===== config.mk =====
export PLATFORM = sky130hd
export DESIGN_NAME = rename_map
export DESIGN_NICKNAME = d
export VERILOG_FILES = /design/src/logic/rename_cfg_pkg.sv /design/src/logic/pipe_pkg.sv /design/src/logic/rename_map.sv
export SDC_FILE = /design/constraint.sdc
export NUM_CORES = 1
export LEC_CHECK = 0
export BUFFER_PORTS_ARGS = -buffer_cell sky130_fd_sc_hd__clkbuf_2
export CELL_PAD_IN_SITES_DETAIL_PLACEMENT = 2
export CELL_PAD_IN_SITES_GLOBAL_PLACEMENT = 2
export CORE_AREA = 2 2 191 193
export CTS_CLUSTER_SIZE = 20
export DETAILED_ROUTE_END_ITERATION = 7
export DIE_AREA = 0 0 193 195
export GPL_TIMING_DRIVEN = 0
export PLACE_DENSITY_LB_ADDON = 0.25
export SETUP_SLACK_MARGIN = 0.02
export SLEW_MARGIN = 15
export SYNTH_ARGS = -nofsm -noshare
export SYNTH_HDL_FRONTEND = slang
export SYNTH_SLANG_ARGS = --single-unit

===== constraint.sdc =====
create_clock -name clk_i -period 5.8 [get_ports clk_i]
set_input_delay 1.16 -clock clk_i [delete_from_list [all_inputs] [get_ports clk_i]]
set_output_delay 1.16 -clock clk_i [all_outputs]
set_load 0.03 [all_outputs]

===== src/logic/rename_cfg_pkg.sv =====
/*
 * Sizes of the architectural and physical register spaces, the free list
 * and the graduation list, with the index types built from them.
 * Imported by every RTL module of the rename back end.
 */

`default_nettype none

package rename_cfg_pkg;

    // Register spaces
    localparam int NUM_ARCH_REGS   = 32;
    localparam int NUM_PHYS_REGS   = 48;
    localparam int FREE_LIST_DEPTH = NUM_PHYS_REGS - NUM_ARCH_REGS;

    // Graduation list and datapath
    localparam int GL_DEPTH = 16;
    localparam int XLEN     = 64;

    localparam int REG_W    = $clog2(NUM_ARCH_REGS);
    localparam int PHREG_W  = $clog2(NUM_PHYS_REGS);
    localparam int GL_IDX_W = $clog2(GL_DEPTH);
    localparam int FL_PTR_W = $clog2(FREE_LIST_DEPTH);

    typedef logic [REG_W-1:0]    reg_t;
    typedef logic [PHREG_W-1:0]  phreg_t;
    typedef logic [GL_IDX_W-1:0] gl_index_t;
    typedef logic [XLEN-1:0]     data_t;

    // Occupancy counters hold one more value than the pointers
    typedef logic [GL_IDX_W:0]   gl_count_t;
    typedef logic [FL_PTR_W-1:0] fl_ptr_t;
    typedef logic [FL_PTR_W:0]   fl_count_t;

endpackage

`default_nettype wire


===== src/logic/pipe_pkg.sv =====
/*
 * Bundles passed between rename, writeback and commit.
 * Decode feeds decode_instr_t in, results come back as wb_req_t and
 * retired instructions leave as commit_t.
 */

`default_nettype none

package pipe_pkg;

    // Instruction as it leaves decode
    typedef struct packed {
        logic                  valid;
        rename_cfg_pkg::reg_t  rd;
        rename_cfg_pkg::reg_t  rs1;
        rename_cfg_pkg::reg_t  rs2;
        logic                  regfile_we;
    } decode_instr_t;

    // Decoded fields plus the physical mapping and operand readiness
    typedef struct packed {
        logic                      valid;
        rename_cfg_pkg::reg_t      rd;
        rename_cfg_pkg::reg_t      rs1;
        rename_cfg_pkg::reg_t      rs2;
        logic                      regfile_we;
        rename_cfg_pkg::phreg_t    prd;
        rename_cfg_pkg::phreg_t    old_prd;
        rename_cfg_pkg::phreg_t    prs1;
        rename_cfg_pkg::phreg_t    prs2;
        logic                      rdy1;
        logic                      rdy2;
        rename_cfg_pkg::gl_index_t gl_index;
    } renamed_instr_t;

    // Result returned by an execution port
    typedef struct packed {
        logic                      valid;
        rename_cfg_pkg::gl_index_t gl_index;
        rename_cfg_pkg::phreg_t    prd;
        rename_cfg_pkg::data_t     data;
    } wb_req_t;

    // One retired instruction
    typedef struct packed {
        logic                   valid;
        rename_cfg_pkg::reg_t   rd;
        rename_cfg_pkg::phreg_t prd;
        rename_cfg_pkg::phreg_t old_prd;
        logic                   regfile_we;
        rename_cfg_pkg::data_t  data;
    } commit_t;

endpackage

`default_nettype wire


===== src/logic/rename_map.sv =====
/*
 * Speculative architectural-to-physical map and the per-register ready
 * table. Read combinationally by rename, written on allocation and
 * writeback.
 */

`timescale 1ns/1ps
`default_nettype none

module rename_map (
    input  logic                   clk_i,
    input  logic                   rstn_i,
    input  rename_cfg_pkg::reg_t   rs1_i,
    input  rename_cfg_pkg::reg_t   rs2_i,
    input  rename_cfg_pkg::reg_t   rd_i,
    input  logic                   alloc_i,
    input  rename_cfg_pkg::phreg_t new_prd_i,
    input  pipe_pkg::wb_req_t      wb_i,
    output rename_cfg_pkg::phreg_t prs1_o,
    output rename_cfg_pkg::phreg_t prs2_o,
    output rename_cfg_pkg::phreg_t old_prd_o,
    output logic                   rdy1_o,
    output logic                   rdy2_o
);

    import rename_cfg_pkg::*;

    phreg_t                   map_q [NUM_ARCH_REGS];
    logic [NUM_PHYS_REGS-1:0] ready_q;

    assign prs1_o    = map_q[rs1_i];
    assign prs2_o    = map_q[rs2_i];
    assign old_prd_o = map_q[rd_i];
    assign rdy1_o    = ready_q[prs1_o];
    assign rdy2_o    = ready_q[prs2_o];

    // Identity mapping out of reset, everything ready
    always_ff @(posedge clk_i or negedge rstn_i) begin
        if (!rstn_i) begin
            for (int i = 0; i < NUM_ARCH_REGS; i++) begin
                map_q[i] <= phreg_t'(i);
            end
            ready_q <= '1;
        end else begin
            if (alloc_i) begin
                map_q[rd_i]          <= new_prd_i;
                ready_q[new_prd_i] <= 1'b0;
            end
            if (wb_i.valid) begin
                ready_q[wb_i.prd] <= 1'b1;
            end
        end
    end

endmodule

`default_nettype wire


Yosys cells after proc, flatten, opt, wreduce, memory -nomap -nowiden
Index checks and enable logic that the tools add are counted.
- bits in read-only memories: 0
- output and inout bits: 20
- input bits: 99
- bits in writable memories: 0
- logic and storage cells: 74
- latch bits: 0
- register bits after elaboration: 240
- memories kept: 0
- reductions and logical operators: 3
- shift operators: 0
- $add $sub $neg: 0
- bitwise gates (word level): 6
- multipliers: 0
- divide/modulo/power cells: 0
- equal/unequal tests: 0
- magnitude comparators: 10
- mux-type cells: 22
- operators with widths (cell ; count):
    $bwmux W192 ; 1
    $mux W48 ; 2
    $bmux W6 S5 ; 3
    $and A48 B48 Y48 ; 1
    $not A48 Y48 ; 1
    $or A48 B48 Y48 ; 1
    $mux W6 ; 7
    $demux W6 S5 ; 1
    $lt A6 B7 Y1 const B ; 4
    $ge A6 B6 Y1 const B ; 3
    $not A5 Y6 ; 3
    $bmux W1 S6 ; 2
    $demux W1 S6 ; 2
    $ge A6 B1 Y1 const B ; 2
    $lt A6 B1 Y1 const B ; 1
    $mux W1 ; 4
    $logic_and A1 B1 Y1 ; 3

Depth between registers and ports, before layout
Gate-level depths: netlist of run 1.
- depth after elaboration: 9
- depth in mapped cells: 14
- mapped depth without buffers: 9

Least setup slack after synthesis of run 1
OpenSTA, ideal clock, no wires.
- path type: input port to output port
- start point: input rs1_i[0]
- end point: output rdy1_o
- required time: 4640 ps
- path slack: 743 ps
- data arrival time: 3897 ps
- path buffers: 2
- stages: 9
- cells stage by stage: buf_2 > buf_2 > mux4_2 > mux4_2 > mux2_2 > or2_2 > o22ai_1 > o21ai_0 > nand3_1
- word-level cells in the longest chain between the ends: 6
- RTL lines (item ; RTL line ; text):
    start: declaration ; rename_map.sv:13 ; input rename_cfg_pkg::reg_t rs1_i,
    $not A5 Y6 (implied by the code) ; rename_map.sv:31 ; assign prs1_o = map_q[rs1_i];
    $bmux W6 S5 ; rename_map.sv:31 ;
    $mux W6 (implied by the code) (2 in a row) ; rename_map.sv:31 ;
    via prs1_o[3] ; rename_map.sv:19 ; output rename_cfg_pkg::phreg_t prs1_o,
    $bmux W1 S6 ; rename_map.sv:34 ; assign rdy1_o = ready_q[prs1_o];
    $mux W1 (implied by the code) ; rename_map.sv:34 ;
    end: declaration ; rename_map.sv:22 ; output logic rdy1_o,
The timed path passes the listed nets, and every way through them passes these cells. The select of a mux whose other input is x is not followed.

Worst setup path in the final report of run 1
- start point: input rs2_i[1]
- end point: output rdy2_o
- word-level cells in the longest chain between the ends: 6
- RTL lines (item ; RTL line ; text):
    start: declaration ; rename_map.sv:14 ; input rename_cfg_pkg::reg_t rs2_i,
    $not A5 Y6 (implied by the code) ; rename_map.sv:32 ; assign prs2_o = map_q[rs2_i];
    $bmux W6 S5 ; rename_map.sv:32 ;
    $mux W6 (implied by the code) (2 in a row) ; rename_map.sv:32 ;
    $bmux W1 S6 ; rename_map.sv:35 ; assign rdy2_o = ready_q[prs2_o];
    $mux W1 (implied by the code) ; rename_map.sv:35 ;
    end: declaration ; rename_map.sv:23 ; output logic rdy2_o
Every way passes these cells. The select of a mux whose other input is x is not followed.

==> metrics.md, run 1 <==
| Metric | Value |
|---|---|
| Antenna cells | 0 |
| Root buf cell | clkbuf_16 |
| Post-synth EDFFs | 0 |
| Area growth syn-to-layout | 12.1% |
| Sequential share of the synthesized area | 0.406 |
| DR WL/cell | 33.6 um |
| Maximum VDD drop | 0.259 mV |
| Endpoints failing setup | 0 |
| Largest cells by area after synthesis | dfstp_2, mux4_2, dfrtp_1 |
| Slew Limit Fails | 0 |
| Final min period | 5.72 ns |
| Worst path most repeated cell | clkbuf_2 |
| Postcts setup bufs | 0 |
| Number of max-cap violations | 0 |
| IO Pins | 119 |
| Async set or reset register ratio after synthesis | 1.00 |
| Clk buf depth | 3 |
| Cell Area, Synth | 15200 sq um |
| Die H | 195 um |
| Startpoint Class | primary input |
| # clock sinks | 240 |
| Top-area cell type share of the netlist area | 0.221 |
| DR iter-0 viols | 1011 |
| Initial Util | 0.429 |
| Placed cell area | 16100 sq um |
| CTS tree | built |
| Flops & latches, synth | 240 |
| Final Power | 5.98 mW |
| CP endpoint kind | primary output |
| Fin area | 17000 sq um |
| DRT Pass-1 Iters | 5 |
| Post-Synthesis Cells | 1130 |
| Required time worst endpoint | 4.64 ns |
| Die ar. | 37600 sq um |
| CP Cell Sequence | clkbuf_2 -> clkbuf_1 -> mux4_1 -> mux4_2 -> mux2i_4 -> inv_1 -> buf_6 -> mux2i_1 -> a32oi_1 -> a21oi_1 -> a211o_1 -> clkbuf_2 |
| Cell Pwr Density | 351 nW/um^2 |
| Worst Skew | 0 ns |
| Most common cell in the netlist | mux2_2 |
| Synth Flop Type | dfstp_2 |
| CP bufs+invs | 5 |
| Post-synth top cells | mux2_2, mux4_2, dfstp_2 |
| Rel. slew slack | 0.231 |
| GRT Util Overall | 0.307 |
| Largest net degree at the start of global routing | 102 |
| Hold/Removal Path Class | reg2reg |
| Max stage delay on crit path | 0.54 ns |
| Area leader, netlist | dfstp_2 |
| Initial antenna violation count | 0 |
| Synth Area per Inst | 13.4 sq um |
| Vias per cell | 6.80 |
| Vias in the first global route | 12400 |
| P_leak | 6.72 nW |
| Cell Rows | 69 |
| Hold Fails Final Rpt | 0 |
| Layout cells sized above 1 | 0.506 |
| Worst-Margin Slew | 1.15 ns |
| CP max FO | 10 |
| DRC Markers | 0 |
| Final period util | 0.987 |
| DP HPWL | 41.7 mm |
| Synthesized Nets | 1229 |
| Reg clk slew, reported paths | 0.06 ns |
| Total grt overflow | 0 |
| Placer congestion estimate | 0.900 |
| Core Region | 35400 sq um |
| Htree depth | 1 |
| CP arrival | 4.56 ns |
| Critical path's top delay family | multiplexers |
| DR vias | 11500 |
| DRT antenna net count | 0 |
| Die width | 193 um |
| RSZ-0062 raised after global routing | true |
| Yosys cell types | 52 |
| Port Buf Inserts | 41 |
| Layout Nets | 1302 |
| CTS buffer count | 28 |
| Slowest-stage cell, CP | mux4_2 |
| Status | finished, final reports clean |
| Global-route wire length before repair | 84.2 mm |
| Fillers | 3443 |
| Critical path type | in2out |
| Maximum clock frequency | 175 MHz |
| Ys Warns | 0 |
| Clk_lat worst skew | 0.54 ns |
| Total wire length | 56.7 mm |
| # hold bufs at CTS | 0 |
[cells in the final DEF, fill, tap and decap left out, types with 4 or more instances in the layout]
master and instances:
mux2_2 210, mux4_2 131, dfstp_2 128, dfrtp_1 112
o21ai_0 97, mux2i_1 57, clkbuf_1 54, clkbuf_2 46
nand2_1 43, nor2_1 38, clkbuf_16 29, nor2b_1 22
nand2b_1 21, a21oi_1 19, a22oi_1 18, mux4_1 17
nand3_1 14, nand4_1 11, o22ai_1 11, buf_6 10
buf_2 9, a211oi_1 9, nand3b_1 8, or2_2 8
a22o_1 8, clkinv_2 8, inv_1 7, clkbuf_8 7
a32oi_1 6, clkbuf_4 5, buf_4 5, or3b_2 4
or3_1 4, buf_1 4
[metal layers]
metal	part of all wire	up-vias	wire length, um	GRT usage
li1	-	4568	-	-
met1	0.43	6252	24300	0.435
met2	0.47	505	26800	0.484
met3	0.063	132	3550	0.0435
met4	0.037	0	2080	0.107
met5	0	-	0	0
[registers in the layout (all words and copies together) (netlist names)]
register	cells
map_q	192
ready_q	48
[final timing paths]
kind,from,endpoint,slack (ns),cells past startpoint
setup / recovery,rs2_i[1],rdy2_o,0.08,12
hold / removal,ready_q[2],ready_q[2],0.51,2
setup reg to reg,map_q[150],map_q[150],4.93,1
hold reg to reg,ready_q[2],ready_q[2],0.51,2
max in group asynchronous,rstn_i,map_q[120],4.37,2
min in group asynchronous,rstn_i,ready_q[47],0.86,1
[cells by family (layout without fill, tap and decap cells)]
logic type             after synthesis  in the layout  synth area share
muxes                              420            420             0.423
DFF                                240            240             0.406
and+or+nand+nor                    193            193            0.0672
AOI/OAI and AO/OA                  178            178            0.0698
buffers and inverters               99            193            0.0342
[per-stage QoR]
| stage | setup TNS [ns] | util | hold slack, ns | worst slack (ns) | cells |
|---|---|---|---|---|---|
| after floorplan | 0 | - | 0.476 | 0.743 | 1130 |
| after global routing | -0.0234 | 0.481 | 0.541 | -0.0234 | 1685 |
| final | 0 | 0.481 | 0.509 | 0.0757 | 1685 |
| after CTS | 0 | 0.481 | 0.514 | 0.0479 | 1685 |
| after detailed placement | -0.585 | 0.454 | 0.506 | -0.325 | 1635 |
| after global placement | -147.31 | 0.451 | 0.491 | -1.33 | 1632 |
[area by class of cell]
| cell class | count | area, sq um | share of cell area |
|---|---|---|---|
| Buffer | 90 | 518 | 0.0304 |
| Clock inverter | 10 | 100 | 0.00588 |
| Multi-Input combinational cell | 791 | 8530 | 0.501 |
| Tap cell | 461 | 577 | 0.0339 |
| Timing Repair Buffer | 44 | 280 | 0.0165 |
| Sequential cell | 240 | 6170 | 0.362 |
| Inverter | 8 | 30.0 | 0.00176 |
| Clock buffer | 41 | 831 | 0.0488 |
[power breakdown]
part           internal [mW]  switching, mW
registers               2.14          0.350
logic                  0.852          0.835
clock network           1.07          0.729
total                   4.06           1.91
[timing repair]
item	CTS	global route
setup endpoints to repair	2	2
resized for setup	9	9
pin swaps	0	1
No activity file was read; power rests on OpenSTA's default activity.
==> run 2: changes to the inputs <==
--- a/config.mk
+++ b/config.mk
@@ -13,7 +13,7 @@
 export DETAILED_ROUTE_END_ITERATION = 7
 export DIE_AREA = 0 0 193 195
 export GPL_TIMING_DRIVEN = 0
-export PLACE_DENSITY_LB_ADDON = 0.25
+export PLACE_DENSITY = 0.85
 export SETUP_SLACK_MARGIN = 0.02
 export SLEW_MARGIN = 15
 export SYNTH_ARGS = -nofsm -noshare
==> metrics.md, run 2 (synthesized netlist as in run 1, its figures left out) <==
| Metric | Value |
|---|---|
| Hold Fails Final Rpt | 0 (unchanged) |
| DR iter-0 viols | 1316 (was 1011) |
| Endpoints failing setup | 0 (unchanged) |
| Reg clk slew, reported paths | 0.06 ns (about the same) |
| # clock sinks | 240 (unchanged) |
| Total wire length | 65.5 mm (was 56.7 mm) |
| DR vias | 12100 (was 11500) |
| Hold/Removal Path Class | reg2reg (unchanged) |
| Startpoint Class | primary input (unchanged) |
| Worst slack, placed | -0.375 ns (was -0.325 ns) |
| CTS tree | built (unchanged) |
| Required time worst endpoint | 4.64 ns (about the same) |
| Setup ws final | 0.0297 ns (was 0.0757 ns) |
| Status | finished, final reports clean (unchanged) |
| Die width | 193 um (unchanged) |
| Worst Skew | 0 ns (unchanged) |
| Area growth syn-to-layout | 12.9% (was 12.1%) |
| Final hold slack | 0.520 ns (was 0.509 ns) |
| P_leak | 6.76 nW (was 6.72 nW) |
| Cell Rows | 69 (unchanged) |
| Final Power | 6.29 mW (was 5.98 mW) |
| CP endpoint kind | primary output (unchanged) |
| DRT Pass-1 Iters | 5 (unchanged) |
| Htree depth | 1 (unchanged) |
| Layout cells sized above 1 | 0.512 (was 0.506) |
| Placer congestion estimate | 0.906 (was 0.900) |
| Core Region | 35400 sq um (unchanged) |
| Vias per cell | 7.13 (was 6.80) |
| Largest net degree at the start of global routing | 101 (was 102) |
| Cell Pwr Density | 367 nW/um^2 (was 351 nW/um^2) |
| DRC Markers | 0 (unchanged) |
| Worst-Margin Slew | 1.23 ns (was 1.15 ns) |
| Global-route wire length before repair | 94.4 mm (was 84.2 mm) |
| Clk buf depth | 3 (unchanged) |
| Root buf cell | clkbuf_16 (unchanged) |
| Largest registers | map_q: 192 flops, ready_q: 48 flops (unchanged) |
| Vias in the first global route | 13400 (was 12400) |
| Clk_lat worst skew | 0.58 ns (was 0.54 ns) |
| Maximum VDD drop | 0.275 mV (was 0.259 mV) |
| Final min period | 5.77 ns (was 5.72 ns) |
| CP max FO | 10 (unchanged) |
| IO Pins | 119 (unchanged) |
| Initial Util | 0.429 (unchanged) |
| Slew Limit Fails | 0 (unchanged) |
| Die H | 195 um (unchanged) |
| Maximum clock frequency | 173 MHz (was 175 MHz) |
| RSZ-0062 raised after global routing | true (unchanged) |
| Rel. slew slack | 0.179 (was 0.231) |
| Layout Nets | 1305 (was 1302) |
| Initial antenna violation count | 4 (was 0) |
| CP arrival | 4.61 ns (was 4.56 ns) |
| Most frequent cells in the layout | mux2_2, mux4_2, dfstp_2, dfrtp_1, o21ai_0 (unchanged) |
| Number of max-cap violations | 0 (unchanged) |
| Die ar. | 37600 sq um (unchanged) |
| Port Buf Inserts | 41 (unchanged) |
| # hold bufs at CTS | 0 (unchanged) |
| Most common cell after layout, fill and taps aside | mux2_2 (unchanged) |
| DRT antenna net count | 0 (unchanged) |
| Final Util | 0.484 (was 0.481) |
| Setup_tns | 0 ns (unchanged) |
| Critical path type | in2out (unchanged) |
| Max FFs per register | 192 (unchanged) |
| Top reg by flops | map_q (unchanged) |
| Final period util | 0.995 (was 0.987) |
| DP HPWL | 43.3 mm (was 41.7 mm) |
| GRT Util Overall | 0.347 (was 0.307) |
| Total grt overflow | 0 (unchanged) |
| CTS buffer count | 29 (was 28) |
| DR WL/cell | 38.7 um (was 33.6 um) |
[run 2: cell count changes in the layout (fill, tap and decap cells not counted), moves of 2 or more]
cell	delta
buf_6	+3
clkinv_1	+3
buf_4	+2
clkbuf_1	-2
clkbuf_4	-2
diode_2	+2
[run 2: report_power, final]
part / switching (mW) / internal [mW] / total [mW]
combinational: 0.937 / 0.864 / 1.80
sequential: 0.416 / 2.14 / 2.56
clock: 0.815 / 1.12 / 1.94
total: 2.17 / 4.13 / 6.29
[run 2: layer usage]
metal  global-route usage  vias to the layer above  part of all wire
li1                     -                     4587                 -
met5                    0                        -           0.00018
met3               0.0850                      275             0.088
met2                0.564                      799              0.48
met4                0.183                        2             0.063
met1                0.427                     6400              0.37
[run 2: critical path, stage by stage]
cell and delay (ns):
clkbuf_2 0.22, buf_6 0.23, buf_6 0.23, buf_6 0.24, buf_4 0.32, mux2i_1 0.31, nand2_1 0.13, nand4_1 0.20
nand4_1 0.26, buf_4 0.29, a21oi_1 0.17, a22o_1 0.17, o22ai_1 0.09, o21ai_0 0.20, nand3_1 0.14, clkbuf_2 0.20
[run 2: what timing repair did]
item,in CTS,in global routing
setup buffers,0,2
hold endpoints to repair,0,0
pin swaps,0,3
endpoints found under the setup margin,2,2
resized for setup,15,16
[run 2: path summary, 6_finish.rpt]
| kind | from | endpoint | slack, ns | cells after the start |
|---|---|---|---|---|
| worst min-delay path | ready_q[17] | ready_q[17] | 0.52 | 2 |
| min in group asynchronous | rstn_i | map_q[38] | 0.64 | 1 |
| worst max register to register | map_q[182] | map_q[182] | 4.87 | 1 |
| max in group asynchronous | rstn_i | map_q[159] | 4.16 | 2 |
| worst min register to register | ready_q[17] | ready_q[17] | 0.52 | 2 |
| worst max-delay path | rs1_i[1] | rdy1_o | 0.03 | 16 |
[run 2: per-stage QoR]
| stage | cell area [sq um] | instances |
|---|---|---|
| floorplan | 15200 | 1130 |
| global placement | 16000 | 1632 |
| finish | 17100 | 1692 |
| detailed placement | 16000 | 1634 |
| CTS | 17100 | 1688 |
| global route | 17100 | 1690 |
[run 2: layout make-up]
cell class	count	area, sq um
Tap cell	461	577
Timing Repair Buffer	45	284
Buffer	91	544
Sequential cell	240	6170
Clock buffer	39	823
Antenna cell	2	5.00
Inverter	8	30.0
Fill cell	3378	18300
Multi-Input combinational cell	791	8560
Clock inverter	15	153
==> run 3: changes to the inputs <==
--- a/config.mk
+++ b/config.mk
@@ -5,15 +5,16 @@
 export SDC_FILE = /design/constraint.sdc
 export NUM_CORES = 1
 export LEC_CHECK = 0
+export ABC_AREA = 1
 export BUFFER_PORTS_ARGS = -buffer_cell sky130_fd_sc_hd__clkbuf_2
 export CELL_PAD_IN_SITES_DETAIL_PLACEMENT = 2
 export CELL_PAD_IN_SITES_GLOBAL_PLACEMENT = 2
-export CORE_AREA = 2 2 191 193
+export CORE_AREA = 2 2 214 216
 export CTS_CLUSTER_SIZE = 20
 export DETAILED_ROUTE_END_ITERATION = 7
-export DIE_AREA = 0 0 193 195
+export DIE_AREA = 0 0 216 218
 export GPL_TIMING_DRIVEN = 0
-export PLACE_DENSITY = 0.85
+export PLACE_DENSITY = 0.86
 export SETUP_SLACK_MARGIN = 0.02
 export SLEW_MARGIN = 15
 export SYNTH_ARGS = -nofsm -noshare
==> metrics.md, run 3 <==
| Metric | Value |
|---|---|
| Top reg by flops | map_q (unchanged) |
| Total wire length | 88.9 mm (was 65.5 mm) |
| Sequential share of the synthesized area | 0.396 (was 0.406) |
| CP Cell Sequence | clkbuf_2 -> inv_1 -> nand2_1 -> clkbuf_1 -> clkbuf_1 -> o21ai_0 -> o21ai_0 -> o2111a_1 -> nand4_1 -> clkbuf_2 (was clkbuf_2 -> buf_6 -> buf_6 -> buf_6 -> buf_4 -> mux2i_1 -> nand2_1 -> nand4_1 -> nand4_1 -> buf_4 -> a21oi_1 -> a22o_1 -> o22ai_1 -> o21ai_0 -> nand3_1 -> clkbuf_2) |
| Critical path type | in2out (unchanged) |
| # hold bufs at CTS | 0 (unchanged) |
| DP HPWL | 65.3 mm (was 43.3 mm) |
| Die H | 218 um (was 195 um) |
| Dpl cells | 2861 (was 1634) |
| CP endpoint kind | primary output (unchanged) |
| Max stage delay on crit path | 0.94 ns (was 0.32 ns) |
| Most frequent cells in the layout | nand2_1, o21ai_0, nand3_1, inv_1, a21oi_1 (was mux2_2, mux4_2, dfstp_2, dfrtp_1, o21ai_0) |
| Ys Warns | 0 (unchanged) |
| Setup ws final | 0.0628 ns (was 0.0297 ns) |
| Async set or reset register ratio after synthesis | 1.00 (unchanged) |
| Setup_tns | 0 ns (unchanged) |
| DR iter-0 viols | 1917 (was 1316) |
| Synthesized Nets | 2318 (was 1229) |
| Die width | 216 um (was 193 um) |
| Slew Limit Fails | 0 (unchanged) |
| Worst-Margin Slew | 1.34 ns (was 1.23 ns) |
| Port Buf Inserts | 38 (was 41) |
| DRT antenna net count | 0 (unchanged) |
| Post-synth EDFFs | 0 (unchanged) |
| IO Pins | 119 (unchanged) |
| Largest registers | map_q: 192 flops, ready_q: 48 flops (unchanged) |
| Startpoint Class | primary input (unchanged) |
| Reg clk slew, reported paths | 0.05 ns (was 0.06 ns) |
| Vias in the first global route | 19400 (was 13400) |
| DR vias | 18300 (was 12100) |
| Top-area cell type share of the netlist area | 0.216 (was 0.221) |
| CTS tree | built (unchanged) |
| Area growth syn-to-layout | 13.4% (was 12.9%) |
| Hold Fails Final Rpt | 0 (unchanged) |
| Number of max-cap violations | 0 (unchanged) |
| Area leader, netlist | dfstp_2 (unchanged) |
| CP arrival | 4.58 ns (was 4.61 ns) |
| Die ar. | 47100 sq um (was 37600 sq um) |
| Most common cell in the netlist | nand2_1 (was mux2_2) |
| Rel. slew slack | 0.104 (was 0.179) |
| CP bufs+invs | 5 (was 7) |
| Most common cell after layout, fill and taps aside | nand2_1 (was mux2_2) |
| Vias per cell | 6.28 (was 7.13) |
| Root buf cell | clkbuf_16 (unchanged) |
| Initial Util | 0.347 (was 0.429) |
| Flops & latches, synth | 240 (unchanged) |
| RSZ-0062 raised after global routing | false (was true) |
| Total grt overflow | 0 (unchanged) |
| Status | finished, final reports clean (unchanged) |
| Final min period | 5.74 ns (was 5.77 ns) |
| P_leak | 7.50 nW (was 6.76 nW) |
| Cell Rows | 78 (was 69) |
| Layout cells sized above 1 | 0.143 (was 0.512) |
| Required time worst endpoint | 4.64 ns (about the same) |
| DRT Pass-1 Iters | 5 (unchanged) |
| Largest cells by area after synthesis | dfstp_2, dfrtp_1, o21ai_0 (was dfstp_2, mux4_2, dfrtp_1) |
| Final period util | 0.989 (was 0.995) |
| Largest net degree at the start of global routing | 103 (was 101) |
| Htree depth | 1 (unchanged) |
| Worst Skew | 0 ns (unchanged) |
| Layout Nets | 2392 (was 1305) |
| Cell Pwr Density | 347 nW/um^2 (was 367 nW/um^2) |
| Global-route wire length before repair | 130 mm (was 94.4 mm) |
| Maximum clock frequency | 174 MHz (was 173 MHz) |
| Post-synth top cells | nand2_1, o21ai_0, nand3_1 (was mux2_2, mux4_2, dfstp_2) |
| Resized cells post-CTS | 0 (was 15) |
| CTS buffer count | 30 (was 29) |
| Clk buf depth | 3 (unchanged) |
| Critical path's top delay family | buffers and inverters (unchanged) |
| Endpoints failing setup | 0 (unchanged) |
| Clk_lat worst skew | 0.59 ns (was 0.58 ns) |
| Max FFs per register | 192 (unchanged) |
| Synth Area per Inst | 7.01 sq um (was 13.4 sq um) |
| Layout Cells excl Fill | 2917 (was 1692) |
| Postcts setup bufs | 0 (unchanged) |
| Yosys cell types | 44 (was 52) |
| Post-Synthesis Cells | 2219 (was 1130) |
| Cell Area, Synth | 15600 sq um (was 15200 sq um) |
| GRT Util Overall | 0.372 (was 0.347) |
| Worst slack, placed | 0.225 ns (was -0.375 ns) |
| Synth Flop Type | dfstp_2 (unchanged) |
| Initial antenna violation count | 2 (was 4) |
| Slowest-stage cell, CP | clkbuf_1 (was buf_4) |
| CP max FO | 10 (unchanged) |
| Maximum VDD drop | 0.230 mV (was 0.275 mV) |
| Core Region | 44900 sq um (was 35400 sq um) |
| DRC Markers | 0 (unchanged) |
| # clock sinks | 240 (unchanged) |
| Placer congestion estimate | 0.962 (was 0.906) |
| Hold/Removal Path Class | reg2reg (unchanged) |
| DR WL/cell | 30.5 um (was 38.7 um) |
## run 3: changes by cell type in the layout (fill, tap and decap cells not counted), sizes merged, moves of 22 or more
cell    delta
nor2b     -22
a22oi     +26
nand2    +507
nand3    +261
o21ai    +374
buf       +51
nor3      +26
clkbuf    +29
a21oi    +121
mux2     -211
mux4     -149
inv      +201
mux2i     -60
## run 3: worst paths after layout
path	start	end	slack, ns	depth (start not counted)
worst max register to register	map_q[150]	map_q[150]	4.86	2
max in group asynchronous	rstn_i	ready_q[34]	4.36	2
worst max-delay path	rd_i[0]	old_prd_o[5]	0.06	10
worst min register to register	map_q[183]	map_q[183]	0.49	2
min in group asynchronous	rstn_i	map_q[163]	0.52	1
worst min-delay path	map_q[183]	map_q[183]	0.49	2
## run 3: stage by stage
step                      utilization  hold slack (ns)  power, mW  area, sq um
after global routing            0.393            0.511       6.36        17600
after detailed placement        0.370            0.473       4.02        16600
after floorplan                     -            0.453       3.30        15600
after CTS                       0.393            0.488       6.08        17600
final                           0.393            0.489       6.12        17600
after global placement          0.368            0.468       3.89        16500
## run 3: cell families after synthesis
family,Yosys count,synth area share
compound gates,721,0.254
flops,240,0.396
buf+inv,379,0.108
simple gates,879,0.241
## run 3: worst register-to-register path: cells and delay by family, from the launching register on
kind,cells,cell delay (ns)
flops,1,0.50
simple gates,1,0.14
compound gates,1,0.14
## run 3: power by group
part / internal (mW) / switching [mW]
Clock: 1.23 / 0.808
Sequential: 2.13 / 0.358
Combinational: 0.465 / 1.13
Total: 3.82 / 2.30
## run 3: metal layers
layer  wire length (um)  GRT usage  vias to the layer above  part of all wire
li1                   -          -                     7678                 -
met1              35900      0.475                     9324              0.40
met2              39300      0.583                      987              0.44
met3               7550     0.0732                      337             0.085
met4               6150      0.228                        0             0.069
met5                  0          0                        -                 0
## run 3: area by class of cell
class | count | area [sq um]
antenna | 1 | 2.50
buffer | 164 | 867
clock buffer | 48 | 932
clock inverter | 7 | 118
fill | 5337 | 27200
inverter | 215 | 815
multi-input combinational | 1600 | 7730
sequential | 240 | 6170
tap | 600 | 751
timing repair buffer | 42 | 273
